## src/lcd_cmd_pkg.sv

```systemverilog
// serial lcd controller command set.
// bus byte types and the transfer struct for the serializer.
// command codes and init data values.
package lcd_cmd_pkg;

	// raw byte on the serial line.
	typedef logic [7:0] lcd_byte_t;

	// byte as a command or parameter value.
	typedef logic [7:0] lcd_word_t;

	// one byte transfer.
	typedef struct packed {
		logic      is_data;  // low for command bytes.
		lcd_word_t data;
	} lcd_xfer_t;

	// controller commands.
	localparam lcd_word_t CMD_SWRESET = 8'h01;
	localparam lcd_word_t CMD_SLPOUT  = 8'h11;
	localparam lcd_word_t CMD_INVON   = 8'h21;
	localparam lcd_word_t CMD_DISPON  = 8'h29;
	localparam lcd_word_t CMD_CASET   = 8'h2a;
	localparam lcd_word_t CMD_RASET   = 8'h2b;
	localparam lcd_word_t CMD_RAMWR   = 8'h2c;
	localparam lcd_word_t CMD_MADCTL  = 8'h36;
	localparam lcd_word_t CMD_COLMOD  = 8'h3a;

	// parameter bytes.
	localparam lcd_word_t COLMOD_565     = 8'h55;
	localparam lcd_word_t MADCTL_DEFAULT = 8'h00;

endpackage

```

## src/video_pkg.sv

```systemverilog
// video side types.
// rgb565 pixel, window coordinate, fill colour select.
// per-frame settings struct.
package video_pkg;

	// rgb565 pixel with red in the top bits.
	typedef logic [15:0] pixel_t;

	// column or row index and window bound.
	typedef logic [15:0] coord_t;

	// fill colour choice.
	typedef enum logic [1:0] {
		FILL_RED,
		FILL_GREEN,
		FILL_BLUE
	} fill_sel_t;

	// settings fixed for one frame.
	typedef struct packed {
		logic      test_pattern;
		fill_sel_t fill;
	} frame_cfg_t;

endpackage

```

## src/clkgen.sv

```systemverilog
// slow clock divider.
// toggles a test clock from the main clock for the led.
`timescale 1ns/10ps

module clkgen #(
	parameter int MAIN_CLK_HZ = 27_000_000,
	parameter int TEST_CLK_HZ = 1
) (
	input  logic clk,
	input  logic rst,
	output logic clk_out
);

	// main cycles per half period.
	localparam int HALF  = MAIN_CLK_HZ / (2 * TEST_CLK_HZ);
	localparam int CNT_W = $clog2(HALF + 1);

	logic [CNT_W-1:0] cnt;

	always_ff @(posedge clk) begin
		if (rst) begin
			cnt     <= '0;
			clk_out <= 1'b0;
		end else if (cnt == CNT_W'(HALF - 1)) begin
			cnt     <= '0;
			clk_out <= ~clk_out;
		end else begin
			cnt <= cnt + 1'b1;
		end
	end

endmodule

```

## src/debounce_button.sv

```systemverilog
// key debouncer for one active-low key.
// two-flop synchroniser, stability counter, press pulse.
`timescale 1ns/10ps

module debounce_button #(
	parameter int DEBOUNCE_CYCLES = 16
) (
	input  logic clk,
	input  logic rst,
	input  logic key_n,
	output logic pressed
);

	localparam int CNT_W = $clog2(DEBOUNCE_CYCLES + 1);

	logic key_meta, key_sync, key_prev;
	logic [CNT_W-1:0] cnt;

	always_ff @(posedge clk) begin
		if (rst) begin
			// released key idles high.
			key_meta <= 1'b1;
			key_sync <= 1'b1;
			key_prev <= 1'b1;
			cnt      <= '0;
			pressed  <= 1'b0;
		end else begin
			key_meta <= key_n;
			key_sync <= key_meta;
			key_prev <= key_sync;
			pressed  <= 1'b0;
			// any edge restarts the count.
			if (key_sync != key_prev) begin
				cnt <= '0;
			end else if (cnt != CNT_W'(DEBOUNCE_CYCLES)) begin
				cnt <= cnt + 1'b1;
				// fires once before the counter saturates.
				if (cnt == CNT_W'(DEBOUNCE_CYCLES - 1) && !key_sync)
					pressed <= 1'b1;
			end
		end
	end

endmodule

```

## src/frame_config.sv

```systemverilog
// frame settings register block.
// live pattern mode and fill colour from the keys.
// copy latched at each frame start.
`timescale 1ns/10ps

module frame_config
	import video_pkg::*;
(
	input  logic       clk,
	input  logic       rst,
	input  logic       pattern_pressed,
	input  logic       colour_pressed,
	input  logic       frame_start,
	output frame_cfg_t cfg,
	output logic       pattern_on
);

	fill_sel_t fill_live;

	always_ff @(posedge clk) begin
		if (rst) begin
			pattern_on <= 1'b0;
			fill_live  <= FILL_RED;
			cfg        <= '{test_pattern: 1'b0, fill: FILL_RED};
		end else begin
			if (pattern_pressed)
				pattern_on <= ~pattern_on;
			// red, green, blue, red.
			if (colour_pressed) begin
				case (fill_live)
					FILL_RED:   fill_live <= FILL_GREEN;
					FILL_GREEN: fill_live <= FILL_BLUE;
					default:    fill_live <= FILL_RED;
				endcase
			end
			// held for the whole frame.
			if (frame_start)
				cfg <= '{test_pattern: pattern_on, fill: fill_live};
		end
	end

endmodule

```

## src/lcd_init_seq.sv

```systemverilog
// panel power-up sequencer.
// reset pulse, settle waits and the init command table.
// pulses done after the last init byte has gone out.
`timescale 1ns/10ps

module lcd_init_seq
	import lcd_cmd_pkg::*;
#(
	parameter int RESET_CYCLES  = 270_000,
	parameter int SETTLE_CYCLES = 3_240_000
) (
	input  logic      clk,
	input  logic      rst,
	input  logic      ser_busy,
	output lcd_xfer_t xfer,
	output logic      start,
	output logic      lcd_rst,
	output logic      done
);

	localparam int DLY_MAX  = (RESET_CYCLES > SETTLE_CYCLES) ? RESET_CYCLES : SETTLE_CYCLES;
	localparam int CNT_W    = $clog2(DLY_MAX + 1);
	localparam int LAST_IDX = 7;

	typedef enum logic [2:0] {
		ST_HOLD,
		ST_SETTLE,
		ST_SEND,
		ST_WAIT,
		ST_DONE,
		ST_IDLE
	} state_t;

	state_t state;
	logic [2:0] idx;
	logic [CNT_W-1:0] cnt;

	// init table.
	always_comb begin
		case (idx)
			3'd0: xfer = '{is_data: 1'b0, data: CMD_SWRESET};
			3'd1: xfer = '{is_data: 1'b0, data: CMD_SLPOUT};
			3'd2: xfer = '{is_data: 1'b0, data: CMD_COLMOD};
			3'd3: xfer = '{is_data: 1'b1, data: COLMOD_565};
			3'd4: xfer = '{is_data: 1'b0, data: CMD_MADCTL};
			3'd5: xfer = '{is_data: 1'b1, data: MADCTL_DEFAULT};
			3'd6: xfer = '{is_data: 1'b0, data: CMD_INVON};
			default: xfer = '{is_data: 1'b0, data: CMD_DISPON};
		endcase
	end

	always_ff @(posedge clk) begin
		if (rst) begin
			state <= ST_HOLD;
			idx   <= '0;
			cnt   <= '0;
		end else begin
			cnt <= cnt + 1'b1;
			case (state)
				ST_HOLD: if (cnt == CNT_W'(RESET_CYCLES - 1)) begin
					cnt   <= '0;
					state <= ST_SETTLE;
				end
				ST_SETTLE: if (cnt == CNT_W'(SETTLE_CYCLES - 1))
					state <= ST_SEND;
				ST_SEND: if (!ser_busy)
					state <= ST_WAIT;
				ST_WAIT: if (!ser_busy) begin
					// swreset and slpout need settle time.
					if (idx == 3'd0 || idx == 3'd1) begin
						idx   <= idx + 1'b1;
						cnt   <= '0;
						state <= ST_SETTLE;
					end else if (idx == 3'(LAST_IDX)) begin
						state <= ST_DONE;
					end else begin
						idx   <= idx + 1'b1;
						state <= ST_SEND;
					end
				end
				ST_DONE: state <= ST_IDLE;
				default: state <= ST_IDLE;
			endcase
		end
	end

	assign start   = (state == ST_SEND) && !ser_busy;
	assign lcd_rst = (state == ST_HOLD);
	assign done    = (state == ST_DONE);

endmodule

```

## src/lcd_serial.sv

```systemverilog
// serial lcd top level.
// key debouncers, lcd controller, led test clock.
// active-low leds: test clock, reset, pattern mode.
`timescale 1ns/10ps

module lcd_serial #(
	parameter int SCREEN_WIDTH    = 240,
	parameter int SCREEN_HEIGHT   = 135,
	parameter int SCREEN_HOFFS    = 40,
	parameter int SCREEN_VOFFS    = 53,
	parameter int RESET_CYCLES    = 270_000,
	parameter int SETTLE_CYCLES   = 3_240_000,
	parameter int DEBOUNCE_CYCLES = 270_000,
	parameter int MAIN_CLK_HZ     = 27_000_000,
	parameter int TEST_CLK_HZ     = 1
) (
	input  logic       clk27,
	input  logic       rst,
	input  logic [1:0] key,
	output logic       serlcd_ena,
	output logic       serlcd_sel,
	output logic       serlcd_cmd,
	output logic       serlcd_clk,
	output logic       serlcd_out,
	output logic [5:0] led
);

	logic colour_pressed, pattern_pressed, pattern_on;
	logic vid_rst, test_clk;

	// key 0 steps the colour.
	debounce_button #(.DEBOUNCE_CYCLES(DEBOUNCE_CYCLES)) deb_key0 (
		.clk(clk27), .rst(rst), .key_n(key[0]), .pressed(colour_pressed)
	);

	// key 1 toggles the test pattern.
	debounce_button #(.DEBOUNCE_CYCLES(DEBOUNCE_CYCLES)) deb_key1 (
		.clk(clk27), .rst(rst), .key_n(key[1]), .pressed(pattern_pressed)
	);

	video_serial #(
		.SCREEN_WIDTH(SCREEN_WIDTH), .SCREEN_HEIGHT(SCREEN_HEIGHT),
		.SCREEN_HOFFS(SCREEN_HOFFS), .SCREEN_VOFFS(SCREEN_VOFFS),
		.RESET_CYCLES(RESET_CYCLES), .SETTLE_CYCLES(SETTLE_CYCLES)
	) lcd_ctl (
		.clk(clk27), .rst(rst),
		.pattern_pressed(pattern_pressed), .colour_pressed(colour_pressed),
		.pattern_on(pattern_on), .vid_rst(vid_rst), .vid_sel_n(serlcd_sel),
		.vid_cmd(serlcd_cmd), .vid_clk(serlcd_clk), .vid_out(serlcd_out)
	);

	clkgen #(.MAIN_CLK_HZ(MAIN_CLK_HZ), .TEST_CLK_HZ(TEST_CLK_HZ)) clk_test (
		.clk(clk27), .rst(rst), .clk_out(test_clk)
	);

	// panel enable is the inverse of its reset.
	assign serlcd_ena = ~vid_rst;

	// leds light when low.
	assign led[0]   = ~test_clk;
	assign led[1]   = ~rst;
	assign led[2]   = ~pattern_on;
	assign led[5:3] = 3'b111;

endmodule

```

## src/lcd_serializer.sv

```systemverilog
// byte serializer for the lcd bus.
// msb first, two main cycles per bit, low then high serial clock.
// data/command flag and select held for the whole byte.
`timescale 1ns/10ps

module lcd_serializer
	import lcd_cmd_pkg::*;
(
	input  logic      clk,
	input  logic      rst,
	input  logic      start,
	input  lcd_xfer_t xfer,
	output logic      busy,
	output logic      ser_clk,
	output logic      ser_out,
	output logic      ser_cmd,
	output logic      ser_sel_n
);

	lcd_byte_t  shreg;
	logic       phase;
	logic [2:0] bit_idx;

	// payload loaded on start.
	always_ff @(posedge clk) begin
		if (start && !busy) begin
			shreg   <= xfer.data;
			ser_cmd <= xfer.is_data;
		end else if (busy && phase) begin
			// next bit after the sampling edge.
			shreg <= {shreg[6:0], 1'b0};
		end
	end

	always_ff @(posedge clk) begin
		if (rst) begin
			busy    <= 1'b0;
			phase   <= 1'b0;
			bit_idx <= '0;
		end else if (!busy) begin
			phase   <= 1'b0;
			bit_idx <= '0;
			if (start)
				busy <= 1'b1;
		end else begin
			phase <= ~phase;
			if (phase) begin
				bit_idx <= bit_idx + 1'b1;
				// eighth bit done.
				if (bit_idx == 3'd7)
					busy <= 1'b0;
			end
		end
	end

	// high half of each bit is the panel's sampling edge.
	assign ser_clk   = busy & phase;
	assign ser_out   = shreg[7];
	assign ser_sel_n = ~busy;

endmodule

```

## src/pixel_source.sv

```systemverilog
// pixel byte generator.
// window scan counters, fill or test pattern pixel.
// high byte first, last flag on the final byte.
`timescale 1ns/10ps

module pixel_source
	import lcd_cmd_pkg::*, video_pkg::*;
#(
	parameter int SCREEN_WIDTH  = 240,
	parameter int SCREEN_HEIGHT = 135
) (
	input  logic       clk,
	input  logic       rst,
	input  logic       frame_start,
	input  logic       advance,
	input  frame_cfg_t cfg,
	output lcd_byte_t  data,
	output logic       last
);

	coord_t x, y, xy_sum;
	pixel_t pixel;
	logic   low_half;
	logic   x_end, y_end;

	assign x_end  = (x == coord_t'(SCREEN_WIDTH - 1));
	assign y_end  = (y == coord_t'(SCREEN_HEIGHT - 1));
	assign xy_sum = x + y;

	// x runs fastest with two bytes per pixel.
	always_ff @(posedge clk) begin
		if (rst || frame_start) begin
			x        <= '0;
			y        <= '0;
			low_half <= 1'b0;
		end else if (advance) begin
			low_half <= ~low_half;
			if (low_half) begin
				x <= x_end ? '0 : x + 1'b1;
				if (x_end)
					y <= y_end ? '0 : y + 1'b1;
			end
		end
	end

	always_comb begin
		if (cfg.test_pattern) begin
			// r = x, g = y, b = x+y, truncated.
			pixel = {x[4:0], y[5:0], xy_sum[4:0]};
		end else begin
			case (cfg.fill)
				FILL_GREEN: pixel = 16'h07e0;
				FILL_BLUE:  pixel = 16'h001f;
				default:    pixel = 16'hf800;
			endcase
		end
	end

	assign data = low_half ? pixel[7:0] : pixel[15:8];
	assign last = x_end && y_end && low_half;

endmodule

```

## src/video_serial.sv

```systemverilog
// lcd controller.
// init sequencer first, then endless frames.
// window setup, ramwr and pixel stream into the serializer.
`timescale 1ns/10ps

module video_serial
	import lcd_cmd_pkg::*, video_pkg::*;
#(
	parameter int SCREEN_WIDTH  = 240,
	parameter int SCREEN_HEIGHT = 135,
	parameter int SCREEN_HOFFS  = 40,
	parameter int SCREEN_VOFFS  = 53,
	parameter int RESET_CYCLES  = 270_000,
	parameter int SETTLE_CYCLES = 3_240_000
) (
	input  logic clk,
	input  logic rst,
	input  logic pattern_pressed,
	input  logic colour_pressed,
	output logic pattern_on,
	output logic vid_rst,
	output logic vid_sel_n,
	output logic vid_cmd,
	output logic vid_clk,
	output logic vid_out
);

	// window bounds sent with caset and raset.
	localparam coord_t X_FIRST = coord_t'(SCREEN_HOFFS);
	localparam coord_t X_LAST  = coord_t'(SCREEN_HOFFS + SCREEN_WIDTH - 1);
	localparam coord_t Y_FIRST = coord_t'(SCREEN_VOFFS);
	localparam coord_t Y_LAST  = coord_t'(SCREEN_VOFFS + SCREEN_HEIGHT - 1);

	typedef enum logic [2:0] {
		ST_INIT,
		ST_FRAME,
		ST_WIN_SEND,
		ST_WIN_WAIT,
		ST_PIX_SEND,
		ST_PIX_WAIT
	} state_t;

	state_t     state;
	logic [3:0] widx;
	logic       frame_end;

	lcd_xfer_t  init_xfer, win_xfer, ctl_xfer, ser_xfer;
	logic       init_start, init_done, ctl_start, ser_start, ser_busy;
	logic       frame_start, advance, pix_last;
	lcd_byte_t  pix_data;
	frame_cfg_t cfg;

	lcd_init_seq #(
		.RESET_CYCLES(RESET_CYCLES),
		.SETTLE_CYCLES(SETTLE_CYCLES)
	) init_seq (
		.clk(clk), .rst(rst), .ser_busy(ser_busy),
		.xfer(init_xfer), .start(init_start),
		.lcd_rst(vid_rst), .done(init_done)
	);

	frame_config frame_cfg (
		.clk(clk), .rst(rst),
		.pattern_pressed(pattern_pressed), .colour_pressed(colour_pressed),
		.frame_start(frame_start), .cfg(cfg), .pattern_on(pattern_on)
	);

	pixel_source #(
		.SCREEN_WIDTH(SCREEN_WIDTH),
		.SCREEN_HEIGHT(SCREEN_HEIGHT)
	) pix_src (
		.clk(clk), .rst(rst), .frame_start(frame_start), .advance(advance),
		.cfg(cfg), .data(pix_data), .last(pix_last)
	);

	lcd_serializer ser (
		.clk(clk), .rst(rst), .start(ser_start), .xfer(ser_xfer),
		.busy(ser_busy), .ser_clk(vid_clk), .ser_out(vid_out),
		.ser_cmd(vid_cmd), .ser_sel_n(vid_sel_n)
	);

	// window setup table with bounds high byte first.
	always_comb begin
		case (widx)
			4'd0:    win_xfer = '{is_data: 1'b0, data: CMD_CASET};
			4'd1:    win_xfer = '{is_data: 1'b1, data: X_FIRST[15:8]};
			4'd2:    win_xfer = '{is_data: 1'b1, data: X_FIRST[7:0]};
			4'd3:    win_xfer = '{is_data: 1'b1, data: X_LAST[15:8]};
			4'd4:    win_xfer = '{is_data: 1'b1, data: X_LAST[7:0]};
			4'd5:    win_xfer = '{is_data: 1'b0, data: CMD_RASET};
			4'd6:    win_xfer = '{is_data: 1'b1, data: Y_FIRST[15:8]};
			4'd7:    win_xfer = '{is_data: 1'b1, data: Y_FIRST[7:0]};
			4'd8:    win_xfer = '{is_data: 1'b1, data: Y_LAST[15:8]};
			4'd9:    win_xfer = '{is_data: 1'b1, data: Y_LAST[7:0]};
			default: win_xfer = '{is_data: 1'b0, data: CMD_RAMWR};
		endcase
	end

	always_comb begin
		ctl_start   = 1'b0;
		advance     = 1'b0;
		frame_start = (state == ST_FRAME);
		ctl_xfer    = win_xfer;
		case (state)
			ST_WIN_SEND: ctl_start = !ser_busy;
			ST_PIX_SEND: begin
				ctl_start = !ser_busy;
				// pixel source steps as its byte is taken.
				advance   = !ser_busy;
				ctl_xfer  = '{is_data: 1'b1, data: pix_data};
			end
			default: ctl_start = 1'b0;
		endcase
	end

	// bus belongs to the init sequencer until done.
	assign ser_xfer  = (state == ST_INIT) ? init_xfer : ctl_xfer;
	assign ser_start = init_start | ctl_start;

	always_ff @(posedge clk) begin
		if (rst) begin
			state     <= ST_INIT;
			widx      <= '0;
			frame_end <= 1'b0;
		end else begin
			case (state)
				ST_INIT: if (init_done)
					state <= ST_FRAME;
				ST_FRAME: begin
					widx  <= '0;
					state <= ST_WIN_SEND;
				end
				ST_WIN_SEND: if (!ser_busy)
					state <= ST_WIN_WAIT;
				ST_WIN_WAIT: if (!ser_busy) begin
					widx  <= widx + 1'b1;
					state <= (widx == 4'd10) ? ST_PIX_SEND : ST_WIN_SEND;
				end
				ST_PIX_SEND: if (!ser_busy) begin
					frame_end <= pix_last;
					state     <= ST_PIX_WAIT;
				end
				ST_PIX_WAIT: if (!ser_busy)
					state <= frame_end ? ST_FRAME : ST_PIX_SEND;
				default: state <= ST_INIT;
			endcase
		end
	end

endmodule
```

## config.mk

```make
export PLATFORM = sky130hd
export DESIGN_NAME = lcd_serial
export DESIGN_NICKNAME = d
export VERILOG_FILES = /design/src/lcd_cmd_pkg.sv /design/src/video_pkg.sv /design/src/clkgen.sv /design/src/debounce_button.sv /design/src/frame_config.sv /design/src/lcd_init_seq.sv /design/src/lcd_serial.sv /design/src/lcd_serializer.sv /design/src/pixel_source.sv /design/src/video_serial.sv
export SDC_FILE = /design/constraint.sdc
export NUM_CORES = 1
export LEC_CHECK = 0
export ABC_AREA = 1
export BUFFER_PORTS_ARGS = -buffer_cell sky130_fd_sc_hd__buf_2
export CAP_MARGIN = 20
export CORE_ASPECT_RATIO = 0.5
export CORE_MARGIN = 4
export CORE_UTILIZATION = 45
export DETAILED_ROUTE_END_ITERATION = 16
export GPL_ROUTABILITY_DRIVEN = 0
export PLACE_DENSITY = 0.71
export SLEW_MARGIN = 20
export SYNTH_ARGS = -nofsm -noshare
export SYNTH_HDL_FRONTEND = slang
export SYNTH_HIERARCHICAL = 1
export SYNTH_SLANG_ARGS = --single-unit
```

## constraint.sdc

```tcl
create_clock -name clk27 -period 4.1 [get_ports clk27]
set_clock_uncertainty 0.1 [all_clocks]
set_input_delay 0.615 -clock clk27 [delete_from_list [all_inputs] [get_ports clk27]]
set_output_delay 0.615 -clock clk27 [all_outputs]
set_load 0.01 [all_outputs]
```

==> results of run 1 <==
sequential cells by signal, indices dropped and copies added (netlist names), 2 cells and up:
signal,count
lcd_ctl/ser/shreg,8
deb_key0/cnt,19
lcd_ctl/pix_src/y,16
lcd_ctl/init_seq/cnt,22
lcd_ctl/win_xfer,8
lcd_ctl/init_seq/state,3
lcd_ctl/init_seq/idx,3
lcd_ctl/state,3
deb_key1/cnt,19
lcd_ctl/frame_cfg/cfg,3
lcd_ctl/ser/bit_idx,3
lcd_ctl/widx,4
lcd_ctl/pix_src/x,16
lcd_ctl/frame_cfg/fill_live,2
clk_test/cnt,24
logic make-up (layout without fill, tap and decap cells):
family,count (synthesis),in the layout,synth area share
AO/OA/AOI/OAI,158,158,0.0888
XOR/XNOR,22,22,0.0196
adder cells (fa/ha/maj),30,30,0.0390
buffers and inverters,206,227,0.0872
flip-flops,168,168,0.351
other,2,4,0.000764
AND/OR/NAND/NOR,838,838,0.413
layout make-up:
| class | count | area [µm²] |
|---|---|---|
| fill | 2047 | 10300 |
| multi-input combinational | 1052 | 5530 |
| sequential | 168 | 3450 |
| inverter | 184 | 698 |
| clock buffer | 21 | 450 |
| tap | 292 | 365 |
| clock inverter | 11 | 146 |
| timing repair buffer | 11 | 55.1 |
report_power, final:
group	switching (W)	leakage [nW]	total, W	internal (W)
logic	0.000511	2.53	0.000744	0.000233
clock network	0.000680	0.296	0.00166	0.000978
registers	0.0000841	1.37	0.00184	0.00176
total	0.00128	4.20	0.00425	0.00297
critical path, stage by stage (launching register included):
cell and delay (ns):
dfxtp_1 0.37, nor2_4 0.28, inv_2 0.16, nor2_8 0.15, inv_2 0.05, or2_1 0.22, inv_2 0.09, nand2_4 0.10
inv_4 0.14, nand3_2 0.15, nand2_2 0.29, nand2_1 0.19, nand2_1 0.11, nor2_1 0.04
cells in the mapped netlist, types with 8 or more instances:
master	n
inv_2	27
nand2_1	331
nand3b_1	10
o21ai_0	35
dfxtp_1	159
nand3_2	8
nor2_4	22
nand2_4	8
xnor2_1	10
nor2_1	212
nor3_1	23
buf_4	12
inv_1	151
nor2_2	33
ha_1	29
nand4_1	37
edfxtp_1	9
a21oi_1	84
nand2_2	10
o21ai_1	9
nand3_1	109
xor2_1	12
metal layers:
layer	global-route usage	vias up
met5	0	-
met4	0.0517	0
met3	0.0346	18
met2	0.299	177
met1	0.222	4059
li1	-	4586
through the flow:
stage	setup WS [ns]	hold WS [ns]	utilization	total power [W]
after floorplan	2.17	0.289	-	0.00246
after global placement	1.68	0.291	0.480	0.00259
after detailed placement	1.57	0.293	0.480	0.00261
after CTS	1.55	0.245	0.509	0.00427
after global routing	1.31	0.254	0.509	0.00447
final	1.54	0.264	0.509	0.00425
worst min-delay path by stage:
| stage | startpoint | endpoint | slack (ns) |
|---|---|---|---|
| after floorplan | deb_key0/key_meta | deb_key0/key_sync | 0.29 |
| after global placement | deb_key1/key_meta | deb_key1/key_sync | 0.29 |
| after detailed placement | deb_key1/key_meta | deb_key1/key_sync | 0.29 |
| after CTS | key[0] | deb_key0/key_meta | 0.25 |
| after global routing | key[0] | deb_key0/key_meta | 0.25 |
| final | key[0] | deb_key0/key_meta | 0.26 |
==> flow_metrics.env, run 1 <==
export IMPL_cts_buffers=17
export IMPL_fin_tns_setup_ns=0
export IMPL_die_height_um=113
export IMPL_first_global_vias=8179
export IMPL_period_share=0.623
export IMPL_wirelength_met1_um=9970
export IMPL_dieArea_mm2=0.0244
export IMPL_yosys_area_top_type="dfxtp_1"
export IMPL_cp_start_kind="register"
export IMPL_synth_edf_count=9
export IMPL_r2r_setup_slack_ns=1.54
export IMPL_synthesis_area_mm2=0.00983
export IMPL_wl_per_cell_um=11.9
export IMPL_final_area_mm2=0.0107
export IMPL_io_buffers=11
export IMPL_yosysWarnings=6
export IMPL_synth_seq_area_share=0.351
export IMPL_final_common_cell="nand2_1"
export IMPL_worstPathArrival_ns=2.78
export IMPL_hold_depth=2
export IMPL_diodes=0
export IMPL_setup_violations=0
export IMPL_r2r_end="lcd_ctl/pix_src/y[3]"
export IMPL_grt_start_max_net_pins=21
export IMPL_dr_wl_met2_um=9680
export IMPL_totalWireLength_um=20700
export IMPL_setup_worst_path_start="lcd_ctl/state[1]"
export IMPL_place_detailed_hpwl_um=14900
export IMPL_clockBufferDepth=2
export IMPL_htreeDepth=4
export IMPL_final_cells=1739
export IMPL_drive_gt1_frac=0.126
export IMPL_async_flop_share=0
export IMPL_finalHoldViolCount=0
export IMPL_yosys_register_bits=168
export IMPL_clkLatencyLatePin_ns=0.43
export IMPL_leakage_nw=4.20
export IMPL_hold_class="input pin to register"
export IMPL_num_io_pins=15
export IMPL_yosysTopAreaCellShare=0.324
export IMPL_layout_common_cells="nand2_1 (331), nor2_1 (212), dfxtp_1 (159), inv_1 (151), nand3_1 (109)"
export IMPL_grt_pass1_wl_um=36300
export IMPL_hold_buffers=0
export IMPL_critPathKind="register to register"
export IMPL_core_area_mm2=0.0210
export IMPL_fmax_mhz=391
export IMPL_clock_sinks=168
export IMPL_crit_fanout=14
export IMPL_chipWidth_um=217
export IMPL_highest_layer="met4"
export IMPL_postCtsSetupRepairBufs=0
export IMPL_rows=37
export IMPL_drc=0
export IMPL_maxCapViolations=0
export IMPL_syn_inst=1424
export IMPL_cp_end_kind="register"
export IMPL_power_density_mw_per_mm2=397
export IMPL_max_slew_margin_rel=0.563
export IMPL_antenna_found_initial=0
export IMPL_cts_tree="done"
export IMPL_critPathCapture="lcd_ctl/pix_src/y[3]"
export IMPL_yosys_top_cells_area="dfxtp_1 (32%), nand2_1 (13%), nor2_1 (8.1%)"
export IMPL_r2r_cells=13
export IMPL_status="completed"
export IMPL_crit_required_ns=4.32
export IMPL_regToRegStartpoint="lcd_ctl/state[1]"
export IMPL_fin_nets=1468
export IMPL_cts_root_buffer="clkbuf_16"
export IMPL_drtIter0Drc=613
export IMPL_tightest_slew_ns=0.654
export IMPL_grt_setup_unrepaired="false"
export IMPL_ant_nets=0
export IMPL_cts_resized_gates=0
export IMPL_vias=8840
export IMPL_ys_flop_type="dfxtp_1"
export IMPL_dpl_cell_area_mm2=0.0101
export IMPL_wl_met3_um=791
export IMPL_area_growth_pct=8.81
export IMPL_ir_drop_mv=0.295
export IMPL_period_needed_ns=2.56
export IMPL_clk_pin_slew_ns=0.07
export IMPL_first_pass_iters=5
export IMPL_finalMaxSlewViolations=0
export IMPL_synth_cell_types=56
export IMPL_gr_total_overflow=0
export IMPL_initial_core_util=0.468
export IMPL_routed_via_density=5.08
export IMPL_track_usage=0.174
export IMPL_dp_cells=1707
export IMPL_syn_area_per_cell_um2=6.90
(Power assumes the default switching activity.)
==> run 2, diff against run 1 <==
Settings changed: PLACE_DENSITY 0.71 to 0.74.
Clock period 4.1 ns to 2.1 ns, I/O delays scaled along.
==> run 2 against run 1 <==
Net effect: largest cell class unchanged; power rose by 93%; register-to-register slack got worse by 1.4 ns; flip-flop and latch count did not move; sequential power rose by 93%; critical path depth rose by 1.
==> flow_metrics.env, run 2 (synthesis gave the netlist of run 1 again) <==
export IMPL_clockBufferDepth=2
export IMPL_path_cells="nor2_4, inv_2, nor2_8, inv_2, or2_1, inv_2, nand2_8, clkinv_8, nand3_2, buf_4, nor2_1, nand2_1, nand2_1, nor2_1"
export IMPL_finalMaxSlewViolations=0
export IMPL_crit_required_ns=2.33
export IMPL_fin_tns_setup_ns=0
export IMPL_grt_start_max_net_pins=21
export IMPL_regToRegStartpoint="lcd_ctl/state[1]"
export IMPL_p_sw_w=0.00264
export IMPL_regMostFlops="clk_test/cnt"
export IMPL_drive_gt1_frac=0.153
export IMPL_first_global_vias=8175
export IMPL_critPathCapture="lcd_ctl/pix_src/y[9]"
export IMPL_crit_top_cell="inv_2"
export IMPL_ir_drop_mv=0.550
export IMPL_setup_worst_path_start="lcd_ctl/state[1]"
export IMPL_max_stage_delay_ns=0.34
export IMPL_period_needed_ns=1.97
export IMPL_ant_nets=0
export IMPL_num_io_pins=15
export IMPL_die_height_um=113
export IMPL_drtIter0Drc=655
export IMPL_dpl_cell_area_mm2=0.0102
export IMPL_final_common_cell="nand2_1"
export IMPL_seqPwrFrac=0.433
export IMPL_p_sw_frac=0.322
export IMPL_clk_pin_slew_ns=0.07
export IMPL_final_area_mm2=0.0109
export IMPL_slowest_stage="dfxtp_2"
export IMPL_pwr_share_clk=0.372
export IMPL_power_frac_comb=0.195
export IMPL_path_buf_inv=5
export IMPL_maxCapViolations=0
export IMPL_cpLargestDelayFamily="simple AND/OR/NAND/NOR gates"
export IMPL_power_density_mw_per_mm2=751
export IMPL_rows=37
export IMPL_core_area_mm2=0.0210
export IMPL_hold_class="input pin to register"
export IMPL_gr_total_overflow=0
export IMPL_period_share=0.937
export IMPL_layout_common_cells="nand2_1 (328), nor2_1 (208), dfxtp_1 (152), inv_1 (150), nand3_1 (109)"
export IMPL_r2r_end="lcd_ctl/pix_src/y[9]"
export IMPL_r2r_cells=14
export IMPL_cp_end_kind="register"
export IMPL_fillers=1971
export IMPL_initial_core_util=0.468
export IMPL_crit_fanout=10
export IMPL_wl_per_cell_um=11.7
export IMPL_clkLatencyLatePin_ns=0.44
export IMPL_first_pass_iters=5
export IMPL_cp_start_kind="register"
export IMPL_leakage_nw=4.29
export IMPL_diodes=0
export IMPL_multi_input_area_mm2=0.00558
export IMPL_place_detailed_hpwl_um=15300
export IMPL_finalHoldViolCount=0
export IMPL_htreeDepth=4
export IMPL_track_usage=0.171
export IMPL_drc=0
export IMPL_totalWireLength_um=20700
export IMPL_largest_reg_flops=24
export IMPL_routed_via_density=5.05
export IMPL_clock_sinks=168
export IMPL_internal_power_w=0.00557
export IMPL_fmax_mhz=508
export IMPL_r2r_setup_slack_ns=0.13
export IMPL_worstPathArrival_ns=2.20
export IMPL_setup_violations=0
export IMPL_chipWidth_um=217
export IMPL_antenna_found_initial=0
export IMPL_reg_top3="clk_test/cnt: 24 flops, lcd_ctl/init_seq/cnt: 22 flops"
export IMPL_power_w=0.00821
export IMPL_cts_buffers=17
export IMPL_seq_area_mm2=0.00346
export IMPL_crit_cells=14
export IMPL_critPathKind="register to register"
export IMPL_fin_nets=1492
export IMPL_cts_tree="done"
export IMPL_dieArea_mm2=0.0244
export IMPL_status="completed"
export IMPL_vias=8897
export IMPL_area_growth_pct=11.2
export IMPL_grt_pass1_wl_um=36000
export IMPL_io_buffers=11
export IMPL_cts_root_buffer="clkbuf_16"
run 2: cell count changes in the layout (fill, tap and decap cells not counted), moves of 4 or more:
| cell | previous run | this run |
|---|---|---|
| nor2_2 | 33 | 37 |
| inv_6 | 2 | 6 |
| dfxtp_2 | 0 | 7 |
| nor2_1 | 212 | 208 |
| buf_4 | 0 | 22 |
| dfxtp_1 | 159 | 152 |
run 2: power groups by stage:
| stage | Combinational [W] | Sequential [W] | Clock, W |
|---|---|---|---|
| after floorplan | 0.00117 | 0.00363 | 0 |
| after global placement | 0.00154 | 0.00361 | 0 |
| after detailed placement | 0.00156 | 0.00362 | 0 |
| after CTS | 0.00157 | 0.00355 | 0.00314 |
| after global routing | 0.00183 | 0.00358 | 0.00329 |
| final | 0.00160 | 0.00355 | 0.00305 |
run 2: through the flow:
stage | util | hold WS (ns) | setup slack [ns] | instances
floorplan | - | 0.277 | 0.167 | 1426
global placement | 0.488 | 0.293 | 0.0924 | 1727
detailed placement | 0.488 | 0.296 | 0.0468 | 1727
CTS | 0.516 | 0.224 | 0.0280 | 1761
global route | 0.520 | 0.257 | -0.0113 | 1763
finish | 0.520 | 0.238 | 0.133 | 1763
run 2: how the worst min path moves through the flow:
stage,start,to,slack [ns],cells past startpoint
floorplan,rst,lcd_ctl/frame_end,0.28,1
global placement,deb_key1/key_meta,deb_key1/key_sync,0.29,1
detailed placement,deb_key0/key_meta,deb_key0/key_sync,0.30,1
CTS,rst,lcd_ctl/state[1],0.22,2
global route,rst,lcd_ctl/state[1],0.26,2
finish,rst,lcd_ctl/state[1],0.24,2
run 2: layout make-up:
| cell class | instances | share of cell area |
|---|---|---|
| multi-input cells | 1052 | 0.510 |
| flip-flops and latches | 168 | 0.317 |
| inverters | 184 | 0.0650 |
| clock buffers | 17 | 0.0389 |
| well taps | 292 | 0.0334 |
| repair buffers | 35 | 0.0220 |
| clock inverters | 15 | 0.0137 |
run 2: metal layers:
metal  routed length [µm]  GRT usage
met3                  862     0.0314
met4                  371     0.0605
met2                 9710      0.294
met1                 9750      0.217
met5                    0          0
run 2: what timing repair did:
| item | 4_1_cts | 5_1_grt |
|---|---|---|
| endpoints found under the setup margin | 0 | 30 |
| setup buffers | 0 | 2 |
| hold buffers | 2 | 0 |
| gates resized for setup | 0 | 24 |
| hold endpoints to repair | 2 | 0 |
